## src/logic/fpu_pkg.sv

```systemverilog
package fpu_pkg;

  // function codes as issued by the CPU.
  typedef enum logic [2:0] {
    FPU_CVTIS = 3'd0,
    FPU_CVTSI = 3'd1,
    FPU_SQRT  = 3'd2,
    FPU_NEG   = 3'd3,
    FPU_ADD   = 3'd4,
    FPU_SUB   = 3'd5,
    FPU_MUL   = 3'd6,
    FPU_DIV   = 3'd7
  } fpu_func_e;

  // cycles from operands to result.
  localparam int FPU_LATENCY = 3;

  localparam int FP_EXP_BIAS = 127;

  localparam logic [7:0] FP_EXP_INF = 8'hff;

  localparam logic [31:0] FP_QNAN = 32'h7fc0_0000;

  typedef struct packed {
    logic        sign;
    logic [7:0]  exp;
    logic [22:0] frac;
  } fp_fields_t;

  // one word, read as float fields or as a plain integer.
  typedef union packed {
    fp_fields_t  f;
    logic [31:0] raw;
  } fp_word_u;

  function automatic logic fp_is_nan(fp_word_u w);
    return (w.f.exp == FP_EXP_INF) && (w.f.frac != '0);
  endfunction

  function automatic logic fp_is_inf(fp_word_u w);
    return (w.f.exp == FP_EXP_INF) && (w.f.frac == '0);
  endfunction

  // subnormals are taken as zero.
  function automatic logic fp_is_zero(fp_word_u w);
    return w.f.exp == 8'h00;
  endfunction

  // mantissa with the hidden bit, zero for zero and subnormal inputs.
  function automatic logic [23:0] fp_mant(fp_word_u w);
    return (w.f.exp == 8'h00) ? 24'h0 : {1'b1, w.f.frac};
  endfunction

endpackage

```

## src/logic/fpu_result_if.sv

```systemverilog
interface fpu_result_if;

  logic [31:0] result;
  logic        nan;
  logic        overflow;
  logic        underflow;

  modport unit (
    output result,
    output nan,
    output overflow,
    output underflow
  );

  modport sel (
    input result,
    input nan,
    input overflow,
    input underflow
  );

endinterface

```

## src/logic/fp_addsub.sv

```systemverilog
module fp_addsub (
  input  logic        clk_i,
  input  logic        rst_i,
  input  logic [31:0] a_i,
  input  logic [31:0] b_i,
  input  logic        sub_i,
  fpu_result_if.unit  res_o
);
  import fpu_pkg::*;

  fp_word_u          a;
  fp_word_u          b;
  logic              in_nan;
  logic              in_inf;
  fp_word_u          s1_l;
  fp_word_u          s1_s;
  logic              s1_nan;
  logic              s1_inf;
  logic              s1_inf_sign;
  logic [7:0]        shamt;
  logic [49:0]       shifted;
  logic [26:0]       aligned;
  logic [27:0]       sum;
  logic [27:0]       s2_sum;
  logic [7:0]        s2_exp;
  logic              s2_sign;
  logic              s2_zero_sign;
  logic              s2_nan;
  logic              s2_inf;
  logic              s2_inf_sign;
  logic [4:0]        lz;
  logic [27:0]       norm;
  logic signed [9:0] exp_n;
  fp_word_u          res;
  logic              ovf;
  logic              unf;

  assign a = a_i;

  // subtract folds into the sign of b.
  always_comb begin
    b = b_i;
    b.f.sign = b_i[31] ^ sub_i;
  end

  assign in_inf = fp_is_inf(a) | fp_is_inf(b);
  assign in_nan = fp_is_nan(a) | fp_is_nan(b) |
                  (fp_is_inf(a) & fp_is_inf(b) & (a.f.sign ^ b.f.sign));

  always_ff @(posedge clk_i) begin
    if (rst_i) begin
      s1_l        <= '0;
      s1_s        <= '0;
      s1_nan      <= 1'b0;
      s1_inf      <= 1'b0;
      s1_inf_sign <= 1'b0;
    end else begin
      // larger magnitude first.
      if (a.raw[30:0] >= b.raw[30:0]) begin
        s1_l <= a;
        s1_s <= b;
      end else begin
        s1_l <= b;
        s1_s <= a;
      end
      s1_nan      <= in_nan;
      s1_inf      <= in_inf;
      s1_inf_sign <= fp_is_inf(a) ? a.f.sign : b.f.sign;
    end
  end

  // shifts past 27 only feed the sticky bit.
  assign shamt = ((s1_l.f.exp - s1_s.f.exp) > 8'd27) ? 8'd27 : (s1_l.f.exp - s1_s.f.exp);
  assign shifted = {fp_mant(s1_s), 26'h0} >> shamt;
  assign aligned = {shifted[49:24], |shifted[23:0]};
  assign sum = (s1_l.f.sign ^ s1_s.f.sign) ?
               {1'b0, fp_mant(s1_l), 3'b000} - {1'b0, aligned} :
               {1'b0, fp_mant(s1_l), 3'b000} + {1'b0, aligned};

  always_ff @(posedge clk_i) begin
    if (rst_i) begin
      s2_sum       <= '0;
      s2_exp       <= '0;
      s2_sign      <= 1'b0;
      s2_zero_sign <= 1'b0;
      s2_nan       <= 1'b0;
      s2_inf       <= 1'b0;
      s2_inf_sign  <= 1'b0;
    end else begin
      s2_sum       <= sum;
      s2_exp       <= s1_l.f.exp;
      s2_sign      <= s1_l.f.sign;
      s2_zero_sign <= s1_l.f.sign & s1_s.f.sign;
      s2_nan       <= s1_nan;
      s2_inf       <= s1_inf;
      s2_inf_sign  <= s1_inf_sign;
    end
  end

  always_comb begin
    lz = 5'd0;
    for (int i = 0; i < 28; i++) begin
      if (s2_sum[i]) begin
        lz = 5'(27 - i);
      end
    end
  end

  assign norm  = s2_sum << lz;
  assign exp_n = $signed({2'b00, s2_exp}) + 10'sd1 - $signed({5'b00000, lz});

  always_comb begin
    res.raw = 32'h0;
    ovf     = 1'b0;
    unf     = 1'b0;
    if (s2_nan) begin
      res.raw = FP_QNAN;
    end else if (s2_inf) begin
      res.f.sign = s2_inf_sign;
      res.f.exp  = FP_EXP_INF;
    end else if (s2_sum == '0) begin
      res.f.sign = s2_zero_sign;
    end else if (exp_n >= 10'sd255) begin
      res.f.sign = s2_sign;
      res.f.exp  = FP_EXP_INF;
      ovf        = 1'b1;
    end else if (exp_n <= 10'sd0) begin
      res.f.sign = s2_sign;
      unf        = 1'b1;
    end else begin
      res.f.sign = s2_sign;
      res.f.exp  = exp_n[7:0];
      res.f.frac = norm[26:4];
    end
  end

  always_ff @(posedge clk_i) begin
    if (rst_i) begin
      res_o.result    <= '0;
      res_o.nan       <= 1'b0;
      res_o.overflow  <= 1'b0;
      res_o.underflow <= 1'b0;
    end else begin
      res_o.result    <= res.raw;
      res_o.nan       <= s2_nan;
      res_o.overflow  <= ovf;
      res_o.underflow <= unf;
    end
  end

endmodule

```

## src/logic/fp_mult.sv

```systemverilog
module fp_mult (
  input  logic        clk_i,
  input  logic        rst_i,
  input  logic [31:0] a_i,
  input  logic [31:0] b_i,
  fpu_result_if.unit  res_o
);
  import fpu_pkg::*;

  fp_word_u          a;
  fp_word_u          b;
  logic              in_zero;
  logic              in_inf;
  logic              s1_sign;
  logic signed [9:0] s1_exp;
  logic [23:0]       s1_man_a;
  logic [23:0]       s1_man_b;
  logic              s1_nan;
  logic              s1_inf;
  logic              s1_zero;
  logic [47:0]       s2_prod;
  logic              s2_sign;
  logic signed [9:0] s2_exp;
  logic              s2_nan;
  logic              s2_inf;
  logic              s2_zero;
  logic signed [9:0] exp_n;
  fp_word_u          res;
  logic              ovf;
  logic              unf;

  assign a = a_i;
  assign b = b_i;

  assign in_zero = fp_is_zero(a) | fp_is_zero(b);
  assign in_inf  = fp_is_inf(a) | fp_is_inf(b);

  always_ff @(posedge clk_i) begin
    if (rst_i) begin
      s1_sign  <= 1'b0;
      s1_exp   <= '0;
      s1_man_a <= '0;
      s1_man_b <= '0;
      s1_nan   <= 1'b0;
      s1_inf   <= 1'b0;
      s1_zero  <= 1'b0;
    end else begin
      s1_sign  <= a.f.sign ^ b.f.sign;
      s1_exp   <= $signed({2'b00, a.f.exp}) + $signed({2'b00, b.f.exp}) - 10'(FP_EXP_BIAS);
      s1_man_a <= fp_mant(a);
      s1_man_b <= fp_mant(b);
      // zero times infinity is invalid.
      s1_nan   <= fp_is_nan(a) | fp_is_nan(b) | (in_inf & in_zero);
      s1_inf   <= in_inf;
      s1_zero  <= in_zero;
    end
  end

  always_ff @(posedge clk_i) begin
    if (rst_i) begin
      s2_prod <= '0;
      s2_sign <= 1'b0;
      s2_exp  <= '0;
      s2_nan  <= 1'b0;
      s2_inf  <= 1'b0;
      s2_zero <= 1'b0;
    end else begin
      s2_prod <= s1_man_a * s1_man_b;
      s2_sign <= s1_sign;
      s2_exp  <= s1_exp;
      s2_nan  <= s1_nan;
      s2_inf  <= s1_inf;
      s2_zero <= s1_zero;
    end
  end

  // product in [1,4), at most one bit to renormalize.
  assign exp_n = s2_exp + $signed({9'h000, s2_prod[47]});

  always_comb begin
    res.raw    = 32'h0;
    res.f.sign = s2_sign;
    ovf        = 1'b0;
    unf        = 1'b0;
    if (s2_nan) begin
      res.raw = FP_QNAN;
    end else if (s2_inf) begin
      res.f.exp = FP_EXP_INF;
    end else if (s2_zero) begin
      res.f.exp = 8'h00;
    end else if (exp_n >= 10'sd255) begin
      res.f.exp = FP_EXP_INF;
      ovf       = 1'b1;
    end else if (exp_n <= 10'sd0) begin
      unf = 1'b1;
    end else begin
      res.f.exp  = exp_n[7:0];
      res.f.frac = s2_prod[47] ? s2_prod[46:24] : s2_prod[45:23];
    end
  end

  always_ff @(posedge clk_i) begin
    if (rst_i) begin
      res_o.result    <= '0;
      res_o.nan       <= 1'b0;
      res_o.overflow  <= 1'b0;
      res_o.underflow <= 1'b0;
    end else begin
      res_o.result    <= res.raw;
      res_o.nan       <= s2_nan;
      res_o.overflow  <= ovf;
      res_o.underflow <= unf;
    end
  end

endmodule

```

## src/logic/fp_unary.sv

```systemverilog
module fp_unary (
  input  logic               clk_i,
  input  logic               rst_i,
  input  logic [31:0]        a_i,
  input  fpu_pkg::fpu_func_e func_i,
  fpu_result_if.unit         res_o
);
  import fpu_pkg::*;

  fpu_func_e         s1_func;
  fp_word_u          s1_word;
  logic [31:0]       s1_mag;
  logic [4:0]        lead;
  logic signed [9:0] exp_unb;
  logic              zero_n;
  logic              sat_n;
  logic [7:0]        exp_n;
  logic [31:0]       val_n;
  fpu_func_e         s2_func;
  logic              s2_sign;
  logic              s2_zero;
  logic              s2_sat;
  logic [7:0]        s2_exp;
  logic [31:0]       s2_val;
  fp_word_u          res;

  always_ff @(posedge clk_i) begin
    if (rst_i) begin
      s1_func <= FPU_CVTIS;
      s1_word <= '0;
      s1_mag  <= '0;
    end else begin
      s1_func <= func_i;
      s1_word <= a_i;
      // magnitude of the signed integer view.
      s1_mag  <= a_i[31] ? -a_i : a_i;
    end
  end

  always_comb begin
    lead = 5'd0;
    for (int i = 0; i < 32; i++) begin
      if (s1_mag[i]) begin
        lead = 5'(i);
      end
    end
  end

  assign exp_unb = $signed({2'b00, s1_word.f.exp}) - 10'(FP_EXP_BIAS);

  always_comb begin
    zero_n = 1'b0;
    sat_n  = 1'b0;
    exp_n  = 8'h00;
    val_n  = 32'h0;
    case (s1_func)
      FPU_CVTIS: begin
        zero_n = (s1_mag == '0);
        exp_n  = 8'(FP_EXP_BIAS) + {3'b000, lead};
        val_n  = s1_mag << (5'd31 - lead);
      end
      FPU_CVTSI: begin
        if (fp_is_nan(s1_word) || fp_is_zero(s1_word) || (exp_unb < 10'sd0)) begin
          zero_n = 1'b1;
        end else if (exp_unb > 10'sd30) begin
          sat_n = 1'b1;
        end else if (exp_unb >= 10'sd23) begin
          val_n = {8'h00, fp_mant(s1_word)} << (exp_unb[4:0] - 5'd23);
        end else begin
          val_n = {8'h00, fp_mant(s1_word)} >> (5'd23 - exp_unb[4:0]);
        end
      end
      FPU_NEG: begin
        val_n = s1_word.raw ^ 32'h8000_0000;
      end
      default: begin
        val_n = 32'h0;
      end
    endcase
  end

  always_ff @(posedge clk_i) begin
    if (rst_i) begin
      s2_func <= FPU_CVTIS;
      s2_sign <= 1'b0;
      s2_zero <= 1'b1;
      s2_sat  <= 1'b0;
      s2_exp  <= '0;
      s2_val  <= '0;
    end else begin
      s2_func <= s1_func;
      s2_sign <= s1_word.f.sign;
      s2_zero <= zero_n;
      s2_sat  <= sat_n;
      s2_exp  <= exp_n;
      s2_val  <= val_n;
    end
  end

  always_comb begin
    res.raw = 32'h0;
    case (s2_func)
      FPU_CVTIS: begin
        if (!s2_zero) begin
          res.f.sign = s2_sign;
          res.f.exp  = s2_exp;
          res.f.frac = s2_val[30:8];
        end
      end
      FPU_CVTSI: begin
        if (s2_sat) begin
          res.raw = s2_sign ? 32'h8000_0000 : 32'h7fff_ffff;
        end else if (!s2_zero) begin
          res.raw = s2_sign ? -s2_val : s2_val;
        end
      end
      FPU_NEG: begin
        res.raw = s2_val;
      end
      default: begin
        res.raw = 32'h0;
      end
    endcase
  end

  always_ff @(posedge clk_i) begin
    if (rst_i) begin
      res_o.result <= '0;
    end else begin
      res_o.result <= res.raw;
    end
  end

  // conversions and negate never flag.
  assign res_o.nan       = 1'b0;
  assign res_o.overflow  = 1'b0;
  assign res_o.underflow = 1'b0;

endmodule

```

## src/logic/fpu.sv

```systemverilog
module fpu (
  input  logic               clk_i,
  input  logic               rst_i,
  input  logic [31:0]        in1_i,
  input  logic [31:0]        in2_i,
  input  fpu_pkg::fpu_func_e func_i,
  output logic [31:0]        out_o,
  output logic               overflow_o,
  output logic               underflow_o,
  output logic               nan_o
);
  import fpu_pkg::*;

  fpu_func_e func_q [FPU_LATENCY];

  fpu_result_if addsub_if ();
  fpu_result_if mult_if ();
  fpu_result_if unary_if ();

  // function code follows its operands down the pipe.
  always_ff @(posedge clk_i) begin
    if (rst_i) begin
      for (int i = 0; i < FPU_LATENCY; i++) begin
        func_q[i] <= FPU_CVTIS;
      end
    end else begin
      func_q[0] <= func_i;
      for (int i = 1; i < FPU_LATENCY; i++) begin
        func_q[i] <= func_q[i-1];
      end
    end
  end

  always_comb begin
    out_o       = 32'h0;
    overflow_o  = 1'b0;
    underflow_o = 1'b0;
    nan_o       = 1'b0;
    case (func_q[FPU_LATENCY-1])
      FPU_ADD, FPU_SUB: begin
        out_o       = addsub_if.result;
        overflow_o  = addsub_if.overflow;
        underflow_o = addsub_if.underflow;
        nan_o       = addsub_if.nan;
      end
      FPU_MUL: begin
        out_o       = mult_if.result;
        overflow_o  = mult_if.overflow;
        underflow_o = mult_if.underflow;
        nan_o       = mult_if.nan;
      end
      FPU_CVTIS, FPU_CVTSI, FPU_NEG: begin
        out_o       = unary_if.result;
        overflow_o  = unary_if.overflow;
        underflow_o = unary_if.underflow;
        nan_o       = unary_if.nan;
      end
      // sqrt and div are reserved.
      default: begin
        out_o = 32'h0;
      end
    endcase
  end

  fp_addsub fp_addsub0 (
    .clk_i (clk_i),
    .rst_i (rst_i),
    .a_i   (in1_i),
    .b_i   (in2_i),
    .sub_i (func_i[0]),
    .res_o (addsub_if.unit)
  );

  fp_mult fp_mult0 (
    .clk_i (clk_i),
    .rst_i (rst_i),
    .a_i   (in1_i),
    .b_i   (in2_i),
    .res_o (mult_if.unit)
  );

  // single operand functions take in2.
  fp_unary fp_unary0 (
    .clk_i  (clk_i),
    .rst_i  (rst_i),
    .a_i    (in2_i),
    .func_i (func_i),
    .res_o  (unary_if.unit)
  );

endmodule

```

## config.mk

```make
export PLATFORM = sky130hd
export DESIGN_NAME = fpu
export DESIGN_NICKNAME = d
export VERILOG_FILES = /design/src/logic/fpu_pkg.sv /design/src/logic/fpu_result_if.sv /design/src/logic/fp_addsub.sv /design/src/logic/fp_mult.sv /design/src/logic/fp_unary.sv /design/src/logic/fpu.sv
export SDC_FILE = /design/constraint.sdc
export NUM_CORES = 2
export LEC_CHECK = 0
export BUFFER_PORTS_ARGS = -buffer_cell sky130_fd_sc_hd__buf_2
export CORE_MARGIN = 2
export CORE_UTILIZATION = 34
export CTS_CLUSTER_DIAMETER = 30
export CTS_CLUSTER_SIZE = 25
export DETAILED_ROUTE_END_ITERATION = 16
export GPL_ROUTABILITY_DRIVEN = 0
export GPL_TIMING_DRIVEN = 0
export PLACE_DENSITY = 0.54
export SKIP_LAST_GASP = 1
export SLEW_MARGIN = 15
export SYNTH_ARGS = -nofsm -noshare
export SYNTH_HDL_FRONTEND = slang
export SYNTH_SLANG_ARGS = --single-unit
```

## constraint.sdc

```tcl
create_clock -name clk_i -period 15.2 [get_ports clk_i]
set_input_delay 0.76 -clock clk_i [delete_from_list [all_inputs] [get_ports clk_i]]
set_output_delay 0.76 -clock clk_i [all_outputs]
set_load 0.1 [all_outputs]
```

# Word level (Yosys, flattened, before mapping)
# Memory sizes are Yosys's and may differ from the RTL's.
# Index checks and enable logic that the tools add are counted.
[totals]
ff_bits = 445
mem_bits_rw = 9
input_bits = 69
word_cells = 263
n_memories = 1
[memory_table]
columns = ["memory", "words", "width", "read_ports", "rd_clocked_by_memory_dff", "wr", "line", "rtl"]
rows = [
  ["func_q", 3, 3, 3, 0, 3, "fpu.sv:14", "fpu_func_e func_q [FPU_LATENCY];"],
]
[op_classes]
addsub = 15
mul = 1
order_cmp = 9
n_eq_ne = 12
shifts = 5
n_mux = 114
bitwise = 20
reduce_logical = 38
[ops]
columns = ["operator", "n"]
rows = [
  ["$mux W32", 10],
  ["$pmux W32 S3", 3],
  ["$mux W5", 44],
  ["$mux W31", 6],
  ["$mux W23", 6],
  ["$mux W24", 5],
  ["$reduce_bool A23 Y1", 3],
  ["$neg A32 Y32", 2],
  ["$shr A50 B8 Y50", 1],
  ["$mul A24 B24 Y48", 1],
  ["$logic_not A23 Y1", 2],
  ["$logic_not A8 Y1", 5],
  ["$mux W8", 5],
  ["$logic_not A32 Y1", 1],
  ["$mux W4", 8],
  ["$shl A24 B5 Y32", 1],
  ["$shl A32 B5 Y32", 1],
  ["$shr A24 B5 Y32", 1],
  ["$ge A31 B31 Y1", 1],
  ["$add A27 B27 Y28", 1],
  ["$logic_not A28 Y1", 1],
  ["$mux W28", 1],
  ["$shl A28 B5 Y27", 1],
  ["$sub A27 B27 Y28", 1],
  ["other kinds (38)", 103],
]

# Logic depth before layout (Yosys ltp)
[logic_depth]
ltp_word = 35
mapped_depth = 37
depth_no_buf = 35

# Hierarchy
# Synthesis repeated with hierarchy kept, for this count alone.
[hier_totals]
hier_cells = 5842
area_unflattened_um2 = 48833.1
[modules_own_cells]
columns = ["mod", "n_inst", "cells_each", "area_per_inst_um2", "seq_area_each_um2"]
rows = [
  ["fp_mult", 1, 2582, 23273.6, 2722.6],
  ["fp_addsub", 1, 1571, 12411.9, 2862.7],
  ["fp_unary", 1, 1506, 11478.5, 2882.8],
  ["fpu", 1, 183, 1669.1, 180.2],
]

# Worst setup path after synthesis
# OpenSTA, ideal clock, no wires.
[synth_path]
path_type = "register to register"
start = "register fp_mult0.s1_man_b[3]"
end = "register fp_mult0.s2_prod[46]"
t_arrival_ps = 7076
t_required_ps = 15072
path_slack_ps = 7996
stages_incl_launch_ff = 30
path_buffers = 1
synth_period_minus_slack_ps = 7204
cell_sequence = "dfxtp_1 clkbuf_1 nand2_1 fa_1 inv_1 fa_1 fa_1 inv_1 fa_1 inv_1 fa_1 inv_1 fa_1 inv_1 fa_1 ha_1 nand4_1 nor2_1 o31a_1 a22o_1 a21oi_1 a31o_2 a21boi_0 a21oi_1 o211ai_1 a21oi_1 o31a_1 o21ai_0 xnor2_1 nor2_1"
[synth_via]
elab_chain_cells = 1
[synth_rtl]
columns = ["item", "line", "rtl"]
rows = [
  ["start, declared", "fp_mult.sv:17", "logic [23:0] s1_man_b;"],
  ["start signal, assigned", "fp_mult.sv:51", "s1_man_b <= fp_mant(b);"],
  ["$mul A24 B24 Y48", "fp_mult.sv:68", "s2_prod <= s1_man_a * s1_man_b;"],
  ["end signal, assigned", "fp_mult.sv:68", ""],
  ["end, declared", "fp_mult.sv:21", "logic [47:0] s2_prod;"],
]
# No other way between the ends.
# A chain may end at the register's enable or synchronous reset.

# Worst setup path in the final report
[layout_path]
start = "register fp_mult0.s1_man_b[7]"
end = "register fp_mult0.s2_prod[46]"
# The elaborated chain is that of the path after synthesis.

==> run summary <==
Status = finished, final reports clean
Adder-Cell Fraction of Synth Area = 29.0%
Most common cell after layout, fill and taps aside = nand2_1
Synth Area in Compound Gates = 14.5%
Final Cycle Share = 63.3%
WP data arrival = 10.05 ns
Maximum clock rate = 104 MHz
Htree depth = 3
Max IR drop VDD = 87.6 uV
Port Buffer Count = 103
Detailed-router iteration count before antenna repair = 8
WHS Endpoint = fp_mult0.s2_exp[2]
Slew @ Worst Pin = 1.19 ns
Syn Nets = 6409
Flops & latches, synth = 424
Proportion of layout cells with a drive suffix above 1 = 5.39%
Proportion of synthesized area in mux cells = 6.53%
Die width = 371 microns
DRT iter0 DRCs = 4788
Post-synth top area cell = fa_1
Largest family of logic cells by synthesized area = adder cells
Ys Warns = 0
CTS tree = yes
Critical R2R Launch = fp_mult0.s1_man_b[7]
Hold Buf Count CTS = 0
Final min period = 9.62 ns
Most frequent cells in the layout = 665 x nand2_1, 646 x inv_1, 485 x fa_1
Root cell of the clock tree = clkbuf_16
Hold path cells = 1
Post-synth EDFFs = 0
Sequential-to-total area share from yosys stat = 18.6%
RSZ-0062 raised after global routing = false
Simple-gate share of the synthesized area = 20.4%
Post-synth cell types = 94
CTS max path bufs = 3
Fin Clk Skew = 0.0367 ns
Non-Filler Instances = 7583
Final HPWL DP = 147000 microns
Layout filler cell count = 14.0k
Total gr overflow = 0
WL per Instance = 23.7 microns
Final setup vio count = 0
Ys flop type = dfxtp_1
Synthesized area = 0.0457 sq mm
Startpoint types = flop
Post-CTS Resized = 0
Antenna Nets Post-Route = 0
Clock sinks = 424
Fin nets = 6589
DIE AREA = 0.137 sq mm
P&R area growth vs syn = 11.5%
Cell count after synthesis = 5571
Critical Path End Type = flop
Worst-path clk slew = 0.05 ns
CP required = 15.63 ns
DR DRC count = 0
Site Rows = 134
Total of max-cap violations = 0
Reg2reg end = fp_mult0.s2_prod[46]
Sum of negative setup slack = 0 ns
First-pass GRT wire length = 270000 microns
Drt total wl = 180000 microns
Worst min path class = reg2reg
Inserted Clock Buffers = 74
Core area = 0.133 sq mm
Post-synthesis async set-or-reset flop share = 0%
DIE HEIGHT = 371 microns
Critical path class = reg2reg
# IOs = 104
Avg Cell Area, Syn = 8.21 sq um
Final Max Tran Viols = 0
XOR/XNOR share of the synthesized area = 2.82%
Initial antenna violation count = 14
R2R depth = 27
Vias in the first global route = 41.7k
Max-slew headroom = 20.7%
Inst Count DP = 7443
Area contributors post-synth = fa_1 21%, dfxtp_1 19%, ha_1 7.8%
Total GRT Usage = 25.9%
Worst R2R Setup Slack = 5.58 ns
Critical-path maximum fanout = 10
Latest clock arrival within the worst-skew pair = 0.61 ns
Initial Util = 34.3%
DR vias = 42.2k
Setup Buffers After CTS = 0
Final Hold Viols = 0
LEAKAGE = 22.4 nW
Hold path start = fp_mult0.s1_exp[2]
Via-per-instance ratio = 5.57
Power per Cell Area = 117 mW/mm^2
Largest net degree at the start of global routing = 14
Yosys top cell area share = 21.2%
## critical path, stage by stage, from the launching register on
cell      delay [ns]
dfxtp_1         0.83
clkbuf_1        0.78
nand2_1         0.20
fa_1            0.65
inv_1           0.09
fa_1            0.47
fa_1            0.55
inv_1           0.06
fa_1            0.48
fa_1            0.53
fa_1            0.56
inv_1           0.07
fa_1            0.47
ha_1            0.34
nand2_1         0.11
nor2_1          0.10
o31a_1          0.12
a22o_1          0.17
a21oi_1         0.82
a31o_2          0.30
a21boi_0        0.19
a21oi_1         0.47
o211ai_1        0.23
a21oi_1         0.32
o31a_1          0.17
o21ai_0         0.11
xnor2_1         0.15
nor2_1          0.06
## where the power goes
part / internal, mW / switching [mW] / leakage, nW
combinational: 1.06 / 1.87 / 17.7
sequential: 1.25 / 0.149 / 3.50
clock: 1.02 / 0.620 / 1.22
## cell usage after synthesis (all sizes together) (45+ instances only)
library cell,instances
clkbuf,285
nand3,83
o21ai,222
nor2,458
nor2b,78
fa,485
nor3,111
mux2i,267
and2,267
xnor2,87
nor4,57
a21oi,246
nand2,666
a31oi,47
inv,646
dfxtp,424
o31ai,45
ha,284
nand2b,92
xor2,57
## registers in the layout (all words and copies together), names as in the netlist, 25 cells and up
register and flops:
fp_unary0.s1_mag 31, fp_unary0.res_o.result 32, fp_mult0.res_o.result 32, fp_unary0.s1_word 32, fp_addsub0.res_o.result 32, fp_addsub0.s1_s 32, fp_addsub0.s2_sum 28, fp_addsub0.s1_l 32
fp_mult0.s2_prod 25, fp_unary0.s2_val 32
## logic make-up after synthesis
kind of cell	Yosys count
xor+xnor	144
flops	424
simple gates	1962
compound gates	997
mux	294
fa+ha+maj	770
buf+inv	980
## routing by layer
metal  GRT usage (%)  share of wire [%]  vias up
met3            6.04                9.8      391
met2            37.9                 41     2219
met5               0              0.031        -
met4            11.6                5.1        8
li1                -                  -    19000
met1            36.1                 44    20629
## metrics by stage
step	power, mW	cell area (sq um)	setup WS, ns	utilization (%)	hold WS [ns]
floorplan	3.34	45700	8.00	-	0.414
global placement	4.29	48500	5.72	36.3	0.432
detailed placement	4.29	48500	5.78	36.3	0.429
CTS	5.96	51000	5.66	38.2	0.388
global route	6.36	51000	5.37	38.2	0.397
finish	5.98	51000	5.58	38.2	0.406
## area by class of cell
cell class,instances,area (sq um),share of cell area (%)
Multi-Input combinational cell,4167,33500,65.8
Sequential cell,424,8490,16.6
Inverter,652,2450,4.80
Tap cell,1768,2210,4.34
Clock buffer,85,2000,3.91
Buffer,328,1260,2.47
Timing Repair Buffer,104,527,1.03
Clock inverter,50,515,1.01
Antenna cell,5,12.5,0.0245
## worst max path at each step
| stage | startpoint | to | slack, ns |
|---|---|---|---|
| detailed placement | fp_mult0.s1_man_b[7] | fp_mult0.s2_prod[46] | 5.78 |
| finish | fp_mult0.s1_man_b[7] | fp_mult0.s2_prod[46] | 5.58 |
| global route | fp_mult0.s1_man_b[7] | fp_mult0.s2_prod[46] | 5.37 |
| floorplan | fp_mult0.s1_man_b[3] | fp_mult0.s2_prod[46] | 8.00 |
| global placement | fp_mult0.s1_man_b[7] | fp_mult0.s2_prod[46] | 5.72 |
| CTS | fp_mult0.s1_man_b[7] | fp_mult0.s2_prod[46] | 5.66 |
No activity file was read; power rests on OpenSTA's default activity.
